[src/common/mem_arb_macros.svh]
`ifndef MEM_ARB_MACROS_SVH
`define MEM_ARB_MACROS_SVH

// data word width of the RAM and both cache ports
`define MEM_WORD_W 32

// word-address bits, RAM holds 2**RAM_ADDR_W words
`define RAM_ADDR_W 8

// cycles from access start up to and including ACCESS
`define RAM_LATENCY 2

// rows per scratchpad load
`define SP_ROWS 4

// byte distance between rows in memory
`define SP_ROW_STRIDE 16

// high word of a row sits this many bytes above the low word
`define SP_HALF_STRIDE 8

`endif

[src/common/mem_arb_pkg.sv]
`default_nettype none

`include "mem_arb_macros.svh"

package mem_arb_pkg;

  typedef enum logic [1:0] {
    FREE   = 2'b00,
    BUSY   = 2'b01,
    ACCESS = 2'b10
  } ram_state_e;

  typedef struct packed {
    logic [31:0]             addr;
    logic [`MEM_WORD_W-1:0]  store;
    logic                    ren;
    logic                    wen;
  } ram_req_t;

  typedef struct packed {
    logic [`MEM_WORD_W-1:0]  load;
    ram_state_e              state;
  } ram_rsp_t;

  // shared by dcache and icache, icache leaves wen low
  typedef struct packed {
    logic                    ren;
    logic                    wen;
    logic [31:0]             addr;
    logic [`MEM_WORD_W-1:0]  store;
  } cache_req_t;

  // load is valid in the cycle waiting drops
  typedef struct packed {
    logic                    waiting;
    logic [`MEM_WORD_W-1:0]  load;
  } cache_rsp_t;

  typedef struct packed {
    logic                      load;
    logic                      store;
    logic [31:0]               load_addr;
    logic [31:0]               store_addr;
    logic [2*`MEM_WORD_W-1:0]  store_data;
  } sp_req_t;

  typedef struct packed {
    logic                      load_hit;
    logic                      store_hit;
    logic [2*`MEM_WORD_W-1:0]  load_data;
  } sp_rsp_t;

endpackage

`default_nettype wire

[src/design/scratchpad_buffer.sv]
`timescale 1ns/100ps
`default_nettype none

`include "mem_arb_macros.svh"

module scratchpad_buffer import mem_arb_pkg::*; (
  input  logic        CLK,
  input  logic        nRST,
  input  logic        load_start,
  input  logic        store_start,
  input  logic [31:0] base_addr,
  input  logic [1:0]  store_row,
  output logic        load_done,
  output logic        store_done,
  input  logic [1:0]  row_sel,
  output logic [63:0] row_data,
  output sp_req_t     sp_req,
  input  sp_rsp_t     sp_rsp
);

  logic [2*`MEM_WORD_W-1:0] rows [`SP_ROWS];

  logic        load_pend;
  logic        store_pend;
  logic        busy;
  logic        start;
  logic        last_row;
  logic        row_hit;
  logic [1:0]  fill_idx;
  logic [1:0]  st_row_q;
  logic [31:0] addr_q;

  assign busy     = load_pend || store_pend;
  assign start    = !busy && (load_start || store_start);
  assign last_row = (fill_idx == 2'(`SP_ROWS - 1));
  assign row_hit  = load_pend && sp_rsp.load_hit;

  always_ff @(posedge CLK, negedge nRST) begin
    if (!nRST) begin
      load_pend  <= 1'b0;
      store_pend <= 1'b0;
      fill_idx   <= '0;
      load_done  <= 1'b0;
      store_done <= 1'b0;
    end else begin
      load_done  <= 1'b0;
      store_done <= 1'b0;

      // load wins if both starts arrive together
      if (!busy) begin
        if (load_start) begin
          load_pend <= 1'b1;
          fill_idx  <= '0;
        end else if (store_start) begin
          store_pend <= 1'b1;
        end
      end

      if (row_hit) begin
        fill_idx <= fill_idx + 2'd1;
        if (last_row) begin
          load_pend <= 1'b0;
          load_done <= 1'b1;
        end
      end

      if (store_pend && sp_rsp.store_hit) begin
        store_pend <= 1'b0;
        store_done <= 1'b1;
      end
    end
  end

  always_ff @(posedge CLK) begin
    if (start) begin
      addr_q   <= base_addr;
      st_row_q <= store_row;
    end
    if (row_hit) begin
      rows[fill_idx] <= sp_rsp.load_data;
    end
  end

  assign sp_req.load       = load_pend;
  assign sp_req.store      = store_pend;
  assign sp_req.load_addr  = addr_q;
  assign sp_req.store_addr = addr_q;
  assign sp_req.store_data = rows[st_row_q];

  assign row_data = rows[row_sel];

endmodule

`default_nettype wire

[config.mk]
export PLATFORM = sky130hd
export DESIGN_NAME = scratchpad_buffer
export DESIGN_NICKNAME = d
export VERILOG_FILES = /design/src/common/mem_arb_pkg.sv /design/src/design/scratchpad_buffer.sv
export VERILOG_INCLUDE_DIRS = /design/src /design/src/common
export SDC_FILE = /design/constraint.sdc
export NUM_CORES = 1
export LEC_CHECK = 0
export ABC_CLOCK_PERIOD_IN_PS = 9700
export BUFFER_PORTS_ARGS = -buffer_cell sky130_fd_sc_hd__buf_2
export CAP_MARGIN = 20
export CORE_MARGIN = 4
export CORE_UTILIZATION = 40
export DETAILED_ROUTE_END_ITERATION = 10
export SLEW_MARGIN = 25
export SYNTH_ARGS = -nofsm -noshare
export SYNTH_HDL_FRONTEND = slang
export SYNTH_SLANG_ARGS = --single-unit
[constraint.sdc]
create_clock -name CLK -period 9.7 [get_ports CLK]
set_input_delay 1.455 -clock CLK [delete_from_list [all_inputs] [get_ports CLK]]
set_output_delay 1.455 -clock CLK [all_outputs]
set_load 0.01 [all_outputs]
==> results.json <==
{
  "period_share": 0.508,
  "fmax_mhz": 203,
  "port_buffers": 301,
  "die_area_sq_um": 34400,
  "path_class": "input port to primary output",
  "hold_depth": 1,
  "cp_max_fo": 42,
  "dr_total_vias": 6532,
  "synth_warnings": 0,
  "grt_pass1_vias": 7349,
  "antenna_found_initial": 0,
  "final_core_util": 0.498,
  "critPathSlowestCell": "buf_4",
  "timing.hold.ws_ns": 0.490,
  "ys_seq_elements": 298,
  "routed_wl_um": 28500,
  "cpPeakStageDelay_ns": 0.76,
  "drv_cap": 0,
  "crit_path_start_kind": "input port",
  "num-fill-cells": 2524,
  "min_from": "st_row_q[1]",
  "cts_resized": 0,
  "slew_headroom": 0.307,
  "first_iter_violations": 330,
  "r2r_slack_ns": 7.77,
  "synth_cell_types": 23,
  "layout_common_cells": "buf_2, edfxtp_1, mux4_2, clkbuf_16, clkbuf_1",
  "hold_path.class": "register to register",
  "rsz0062_at_grt": "false",
  "die_h_um": 186,
  "clkSinkCount": 298,
  "grt_pass1_wl_um": 42900,
  "crit_chain": "buf_4, buf_4, mux4_1, buf_2",
  "wl_per_cell_um": 23.3,
  "r2r-end": "rows[0][57]",
  "cp.required_ns": 8.25,
  "start_util": 0.409,
  "startpoint": "row_sel[0]",
  "clockBufferDepth": 3,
  "hpwlAfterDp_um": 18500,
  "clk_pin_slew_ns": 0.05,
  "slew_violations": 0,
  "arrival_ns": 3.47,
  "synth_area_sq_um": 12600,
  "grt_usage": 0.164,
  "drive_gt1_frac": 0.590,
  "num_io_pins": 302,
  "cts_tree": "yes",
  "vias_per_cell": 5.34,
  "cellLeakagePower_nw": 5.52,
  "synth-async-reset-ratio": 0.0201,
  "core_sq_um": 30800,
  "powerDensity_nw_per_um2": 262,
  "syn2layout_area_growth_pct": 21.7,
  "routabilityCongestion": 0.804,
  "htreeDepth": 2,
  "tns_ns": 0,
  "ys_seq_area_frac": 0.706,
  "synth_nets": 629,
  "clkLatencyLatePin_ns": 0.50,
  "syn_inst": 519,
  "drc_errors": 0,
  "period_needed_ns": 4.93,
  "hold_violations": 0,
  "ant_nets": 0,
  "vdd_drop_max_mv": 0.175,
  "final_nets": 911,
  "first_pass_iters": 4,
  "setup_viol": 0,
  "r2r_cells": 4,
  "fp.dieW_um": 186,
  "worstSetupEndpointType": "primary output",
  "std_cell_rows": 64,
  "grt_start_max_net_pins": 65,
  "timing.rr.start": "fill_idx[0]",
  "gr-total-overflow": 0,
  "path_common_cell": "buf_4",
  "syn-mean-instance-area_sq_um": 24.3,
  "synth_edf_count": 290,
  "cts_inserted_buffers": 34,
  "tightest_slew_ns": 1.04,
  "final_common_cell": "buf_2",
  "cts_setup_buffers": 0,
  "ys.flop_type": "edfxtp_1",
  "fin_skew_ns": 0.0152,
  "root_buffer": "clkbuf_16",
  "outcome": "finished, final reports clean",
  "cts_hold_buf": 0
}
[routing by layer]
layer	up-vias	routed length [um]	track usage
li1	2798	-	-
met4	0	374	0.0346
met2	280	14900	0.294
met5	-	0	0
met1	3426	10900	0.200
met3	28	2320	0.0471
[worst max path at each step]
stage | depth (start not counted) | slack, ns | end
after floorplan | 3 | 5.15 | register
after global placement | 4 | 4.69 | row_data[51]
after detailed placement | 4 | 4.67 | row_data[50]
after CTS | 4 | 4.67 | row_data[50]
after global routing | 4 | 4.54 | row_data[24]
final | 4 | 4.77 | row_data[50]
[stage by stage]
stage               total power [W]  area [sq um]  instances  setup slack, ns
floorplan                   0.00243         12600        519             5.15
global placement            0.00275         14100       1156             4.69
detailed placement          0.00279         14200       1160             4.67
CTS                         0.00408         15300       1222             4.67
global route                0.00422         15300       1223             4.54
finish                      0.00401         15300       1224             4.77
[synthesized netlist by cell type, types with 2 or more instances]
library cell / number / area share
nand2_1: 6 / 0.0018
mux4_1: 8 / 0.017
clkbuf_2: 2 / 0.00079
buf_12: 12 / 0.019
buf_6: 2 / 0.0018
buf_2: 12 / 0.0048
inv_1: 3 / 0.00089
dfxtp_1: 2 / 0.0032
and3_1: 4 / 0.0020
mux2_2: 3 / 0.0027
mux4_2: 120 / 0.21
o21ai_0: 4 / 0.0016
dfrtp_1: 6 / 0.012
ha_1: 4 / 0.0040
edfxtp_1: 290 / 0.69
buf_4: 34 / 0.020
[state kept, by name, indices dropped and copies added, names as in the netlist, named ones only]
signal and count:
addr_q 32, fill_idx 2, load_done 1, load_pend 1
rows 256, st_row_q 2, store_done 1, store_pend 1
[worst max-delay path, delay by kind of cell]
| kind | cells | cell delay [ns] |
|---|---|---|
| buffers and inverters | 3 | 1.32 |
| multiplexers | 1 | 0.65 |
[where the power goes]
part           leakage, nW  switching, W  internal [W]
combinational         2.22      0.000505      0.000456
sequential            2.75      0.000123       0.00166
clock                0.554      0.000479      0.000790
total                 5.52       0.00111       0.00291
[logic make-up after synthesis]
family / count (synthesis) / synth area share
fa+ha+maj: 4 / 0.00397
xor+xnor: 1 / 0.000695
compound gates: 4 / 0.00159
flops: 298 / 0.706
mux: 131 / 0.234
buf+inv: 66 / 0.0478
simple gates: 15 / 0.00625
[area by class of cell]
cell class	count	area [sq um]	share of cell area
Timing Repair Buffer	309	1670	0.109
Tap cell	396	495	0.0323
Antenna cell	1	2.50	0.000163
Inverter	3	11.3	0.000734
Clock buffer	49	991	0.0646
Clock inverter	13	135	0.00881
Sequential cell	298	8910	0.580
Multi-Input combinational cell	155	3130	0.204
No activity file was read; power rests on OpenSTA's default activity.
