File: src/common/mem_arb_macros.svh
`ifndef MEM_ARB_MACROS_SVH
`define MEM_ARB_MACROS_SVH

// data word width of the RAM and both cache ports
`define MEM_WORD_W 32

// word-address bits, RAM holds 2**RAM_ADDR_W words
`define RAM_ADDR_W 8

// cycles from access start up to and including ACCESS
`define RAM_LATENCY 2

// rows per scratchpad load
`define SP_ROWS 4

// byte distance between rows in memory
`define SP_ROW_STRIDE 16

// high word of a row sits this many bytes above the low word
`define SP_HALF_STRIDE 8

`endif

File: src/common/mem_arb_pkg.sv
`default_nettype none

`include "mem_arb_macros.svh"

package mem_arb_pkg;

  typedef enum logic [1:0] {
    FREE   = 2'b00,
    BUSY   = 2'b01,
    ACCESS = 2'b10
  } ram_state_e;

  typedef struct packed {
    logic [31:0]             addr;
    logic [`MEM_WORD_W-1:0]  store;
    logic                    ren;
    logic                    wen;
  } ram_req_t;

  typedef struct packed {
    logic [`MEM_WORD_W-1:0]  load;
    ram_state_e              state;
  } ram_rsp_t;

  // shared by dcache and icache, icache leaves wen low
  typedef struct packed {
    logic                    ren;
    logic                    wen;
    logic [31:0]             addr;
    logic [`MEM_WORD_W-1:0]  store;
  } cache_req_t;

  // load is valid in the cycle waiting drops
  typedef struct packed {
    logic                    waiting;
    logic [`MEM_WORD_W-1:0]  load;
  } cache_rsp_t;

  typedef struct packed {
    logic                      load;
    logic                      store;
    logic [31:0]               load_addr;
    logic [31:0]               store_addr;
    logic [2*`MEM_WORD_W-1:0]  store_data;
  } sp_req_t;

  typedef struct packed {
    logic                      load_hit;
    logic                      store_hit;
    logic [2*`MEM_WORD_W-1:0]  load_data;
  } sp_rsp_t;

endpackage

`default_nettype wire

File: src/arbiter/memory_arbiter.sv
`timescale 1ns/100ps
`default_nettype none

`include "mem_arb_macros.svh"

module memory_arbiter import mem_arb_pkg::*; (
  input  logic       CLK,
  input  logic       nRST,
  input  sp_req_t    sp_req,
  output sp_rsp_t    sp_rsp,
  input  cache_req_t dreq,
  output cache_rsp_t drsp,
  input  cache_req_t ireq,
  output cache_rsp_t irsp,
  output ram_req_t   ram_req,
  input  ram_rsp_t   ram_rsp
);

  typedef enum logic [2:0] {
    IDLE      = 3'd0,
    SP_LOAD1  = 3'd1,
    SP_LOAD2  = 3'd2,
    SP_STORE1 = 3'd3,
    SP_STORE2 = 3'd4,
    DCACHE    = 3'd5,
    ICACHE    = 3'd6
  } arb_state_e;

  arb_state_e state, state_next;

  logic [1:0]  row, row_next;
  logic [31:0] row_base;
  logic        ram_done;
  logic        last_row;

  // low half of the row being fetched
  logic [`MEM_WORD_W-1:0] row_lo;

  assign ram_done = (ram_rsp.state == ACCESS);
  assign last_row = (row == 2'(`SP_ROWS - 1));
  assign row_base = sp_req.load_addr + 32'(row) * 32'(`SP_ROW_STRIDE);

  always_ff @(posedge CLK, negedge nRST) begin
    if (!nRST) begin
      state <= IDLE;
      row   <= '0;
    end else begin
      state <= state_next;
      row   <= row_next;
    end
  end

  always_ff @(posedge CLK) begin
    if (state == SP_LOAD1 && ram_done) begin
      row_lo <= ram_rsp.load;
    end
  end

  // fixed priority, grant held until the transfer ends
  always_comb begin
    state_next = state;
    row_next   = row;
    case (state)
      IDLE: begin
        if (sp_req.load) begin
          state_next = SP_LOAD1;
          row_next   = '0;
        end else if (sp_req.store) begin
          state_next = SP_STORE1;
        end else if (dreq.ren || dreq.wen) begin
          state_next = DCACHE;
        end else if (ireq.ren) begin
          state_next = ICACHE;
        end
      end

      SP_LOAD1: begin
        if (ram_done) begin
          state_next = SP_LOAD2;
        end
      end

      SP_LOAD2: begin
        if (ram_done) begin
          if (last_row) begin
            state_next = IDLE;
            row_next   = '0;
          end else begin
            state_next = SP_LOAD1;
            row_next   = row + 2'd1;
          end
        end
      end

      SP_STORE1: begin
        if (ram_done) begin
          state_next = SP_STORE2;
        end
      end

      SP_STORE2: begin
        if (ram_done) begin
          state_next = IDLE;
        end
      end

      DCACHE: begin
        if (ram_done) begin
          state_next = IDLE;
        end
      end

      ICACHE: begin
        if (ram_done) begin
          state_next = IDLE;
        end
      end

      default: begin
        state_next = IDLE;
      end
    endcase
  end

  always_comb begin
    ram_req           = '0;
    sp_rsp.load_hit   = 1'b0;
    sp_rsp.store_hit  = 1'b0;
    // high word comes straight from the RAM in the hit cycle
    sp_rsp.load_data  = {ram_rsp.load, row_lo};
    drsp.waiting      = 1'b1;
    drsp.load         = ram_rsp.load;
    irsp.waiting      = 1'b1;
    irsp.load         = ram_rsp.load;

    case (state)
      SP_LOAD1: begin
        ram_req.addr = row_base;
        ram_req.ren  = 1'b1;
      end

      SP_LOAD2: begin
        ram_req.addr    = row_base + 32'(`SP_HALF_STRIDE);
        ram_req.ren     = 1'b1;
        sp_rsp.load_hit = ram_done;
      end

      SP_STORE1: begin
        ram_req.addr  = sp_req.store_addr;
        ram_req.store = sp_req.store_data[`MEM_WORD_W-1:0];
        ram_req.wen   = 1'b1;
      end

      SP_STORE2: begin
        ram_req.addr     = sp_req.store_addr + 32'(`SP_HALF_STRIDE);
        ram_req.store    = sp_req.store_data[2*`MEM_WORD_W-1:`MEM_WORD_W];
        ram_req.wen      = 1'b1;
        sp_rsp.store_hit = ram_done;
      end

      DCACHE: begin
        ram_req.addr  = dreq.addr;
        ram_req.store = dreq.store;
        ram_req.wen   = dreq.wen;
        ram_req.ren   = dreq.ren && !dreq.wen;
        drsp.waiting  = !ram_done;
      end

      ICACHE: begin
        ram_req.addr = ireq.addr;
        ram_req.ren  = ireq.ren;
        irsp.waiting = !ram_done;
      end

      default: begin
      end
    endcase
  end

endmodule

`default_nettype wire

File: config.mk
export PLATFORM = sky130hd
export DESIGN_NAME = memory_arbiter
export DESIGN_NICKNAME = d
export VERILOG_FILES = /design/src/common/mem_arb_pkg.sv /design/src/arbiter/memory_arbiter.sv
export VERILOG_INCLUDE_DIRS = /design/src /design/src/common
export SDC_FILE = /design/constraint.sdc
export NUM_CORES = 1
export LEC_CHECK = 0
export BUFFER_PORTS_ARGS = -buffer_cell sky130_fd_sc_hd__buf_2
export CAP_MARGIN = 20
export CELL_PAD_IN_SITES_DETAIL_PLACEMENT = 1
export CELL_PAD_IN_SITES_GLOBAL_PLACEMENT = 1
export CORE_AREA = 2 2 191 193
export DETAILED_ROUTE_END_ITERATION = 6
export DIE_AREA = 0 0 193 195
export GPL_TIMING_DRIVEN = 0
export PLACE_DENSITY_LB_ADDON = 0.2
export SLEW_MARGIN = 15
export SYNTH_ARGS = -nofsm -noshare
export SYNTH_HDL_FRONTEND = slang
export SYNTH_SLANG_ARGS = --single-unit
File: constraint.sdc
create_clock -name CLK -period 4.8 [get_ports CLK]
set_input_delay 0.24 -clock CLK [delete_from_list [all_inputs] [get_ports CLK]]
set_output_delay 0.24 -clock CLK [all_outputs]
set_load 0.01 [all_outputs]
==> flow_summary.yaml <==
cells_and_area:
  fin_cells: 1665
  final_common_cell: "buf_2"
  fill_cells: 4463
  final_cell_mix: "buf_2, buf_4, nand2_1"
  area_growth_pct: 57.1
  num-nets-final: 1504
  drive_gt1_share_pct: 50.0
  fin_util_pct: 24.4
  stdcell_area_sq_um: 8640
place:
  dp_hpwl_mm: 31.5
  dp_cells: 1652
  place_congestion: 0.881
  io_buffers: 461
  place_area_sq_um: 8420
cts:
  ctsRootBufferMaster: "clkbuf_16"
  cts_inserted_buffers: 5
  cts_max_level: 2
  clk_path_buf_depth: 2
  cts.sinks: 37
  cts_tree: "built"
  clk_pin_slew_ns: 0.06
  clk_latency_ns: 0.28
worst_setup_path:
  crit_family: "simple AND/OR/NAND/NOR gates"
  reg2reg_slack_ns: 1.73
  path_cells: "ha_1 > a21oi_2 > or4b_1 > buf_2 > nor4_1 > xor2_1 > a31oi_2 > or3_1 > or4_1 > nand3_1 > buf_2"
  cp.arrival_ns: 4.34
  cp_data_required_time_ns: 4.56
  worst-path-max-fanout: 8
  cp_slowest_stage_delay_ns: 0.53
  crit_slowest_cell: "or4b_1"
  path_class: "reg -> out"
  cp-start-kind: "flip-flop"
  cp.buffers_inverters: 2
  crit_path_end_kind: "output port"
  cp_common_cell: "buf_2"
grt:
  first_global_vias: 7708
  grt_pass1_wl_mm: 51.7
  grt_max_degree: 19
  gr-total-overflow: 0
  grt_antenna_before_repair: 3
  track_usage_pct: 18.8
synth:
  ys_seq_elements: 37
  synth_edf_count: 32
  yosysUniqueCellTypes: 65
  syn_area_per_cell_sq_um: 7.54
  ys_warn_count: 0
  yosysSeqAreaShare_pct: 19.8
  netlist_area_sq_um: 5500
  synthFlopType: "edfxtp_1"
  async_flop_share_pct: 13.5
  synthCells: 729
  synth_nets: 1032
sta:
  tightest_slew_ns: 1.03
  hold_slack_ns: 0.181
  fmax_mhz: 219
  slew_headroom_pct: 31.0
  finClkSkew_ns: 0.00581
  finalHoldViolations: 0
  fin_crit_ns: 4.58
  setup_viol_count_final: 0
  maxSlewViolCount: 0
  rsz0062_at_grt: "true"
  finalCritPeriodShare_pct: 95.3
power_and_ir_drop:
  p_switching_mw: 2.24
  internal_power_mw: 1.72
  pwr-share-seq_pct: 10.3
  clkPwrFrac_pct: 8.4
  power.leakage_nw: 3.98
  power.density_nw_per_um2: 458
  power_frac_comb_pct: 81.3
  p_sw_share_pct: 56.5
  ir_worst_vdd_mv: 0.176
route:
  drt_iter0_drc: 335
  detail-route-antenna-nets: 0
  wl_met3_mm: 2.19
  firstDrtPassIters: 7
  wire_per_inst_um: 22.3
  top_layer: "met5"
  routed_wirelength_mm: 37.1
  vias_per_cell: 4.53
  drcViolationCount: 0
  vias: 7549
  drt-met1-wl_mm: 15.6
  dr_wl_met2_mm: 18.4
worst_hold_path:
  min_path_type: "in -> reg"
floorplan:
  rows: 69
  coreArea_sq_um: 35400
  io_pins: 496
  initial_utilization_pct: 15.5
  dieArea_sq_um: 37600
  die_h_um: 195
  die_w_um: 193
status:
  status: "finished clean"
run:
  cap_violations: 0
worst paths after layout:
| path | start | endpoint | cells after the start |
|---|---|---|---|
| worst max-delay path | row[1] | ram_req[65] | 11 |
| worst min-delay path | ram_rsp[29] | row_lo[27] | 1 |
| worst max register to register | state[1] | row_lo[14] | 6 |
| worst min register to register | row[0] | row[0] | 2 |
| max in group asynchronous | nRST | row[0] | 2 |
| min in group asynchronous | nRST | state[1] | 2 |
power by group through the flow:
stage	Combinational (mW)	Sequential, mW	Clock (mW)
3_5_place_dp	3.21	0.414	0
2_1_floorplan	1.79	0.409	0
3_3_place_gp	3.20	0.413	0
6_report	3.22	0.408	0.331
5_1_grt	3.52	0.412	0.359
4_1_cts	3.24	0.407	0.351
routing by layer:
metal,up-vias,global-route usage [%]
met5,-,0
met4,2,4.94
met3,40,2.53
met2,287,33.5
met1,3648,23.5
li1,3572,-
final cells by class:
type	count	area, sq um	share of cell area (%)
antenna	2	5.00	0.0579
buffer	141	910	10.5
clock buffer	5	125	1.45
clock inverter	3	17.5	0.203
inverter	11	41.3	0.478
multi-input combinational	540	3520	40.7
sequential	37	1090	12.6
tap	461	577	6.68
timing repair buffer	465	2360	27.3
cell families (layout without fill, tap and decap cells):
group | count (synthesis) | count (layout) | synth area share (%)
AO/OA/AOI/OAI | 204 | 204 | 24.8
buffers and inverters | 152 | 625 | 17.0
XOR/XNOR | 38 | 38 | 6.05
multiplexers | 47 | 47 | 8.60
AND/OR/NAND/NOR | 246 | 246 | 22.5
other | 0 | 2 | 0
flip-flops | 37 | 37 | 19.8
adder cells (fa/ha/maj) | 5 | 5 | 1.27
metrics by stage:
stage / TNS (ns) / power (mW) / setup slack [ns]
floorplan: 0 / 2.20 / 0.952
global placement: -0.351 / 3.61 / -0.180
detailed placement: -0.522 / 3.63 / -0.223
CTS: 0 / 4.00 / 0.0199
global route: -0.0176 / 4.29 / -0.0137
finish: 0 / 3.96 / 0.225
sequential cells by signal, indices dropped and copies added, names as in the netlist:
name and count:
row_lo 32, state 3, row 2
Yosys cell counts (14+ instances only):
library cell	count	area, sq um
a21oi_1	30	150
a22o_1	19	166
buf_4	96	721
clkbuf_1	35	131
edfxtp_1	32	961
mux2i_1	45	450
nand2_1	79	297
nand3_1	30	150
nor2_1	51	191
nor3_1	14	70.1
o21ai_0	71	355
xnor2_1	24	210
xor2_1	14	123
what timing repair did:
action | 4_1_cts | 5_1_grt
gates resized for setup | 4 | 14
buffers inserted | 0 | 2
pin swaps | 0 | 3
setup endpoints to repair | 8 | 11
hold endpoints to repair | 5 | 0
hold buffers | 1 | 0
Power figures use the tool's default switching activity.
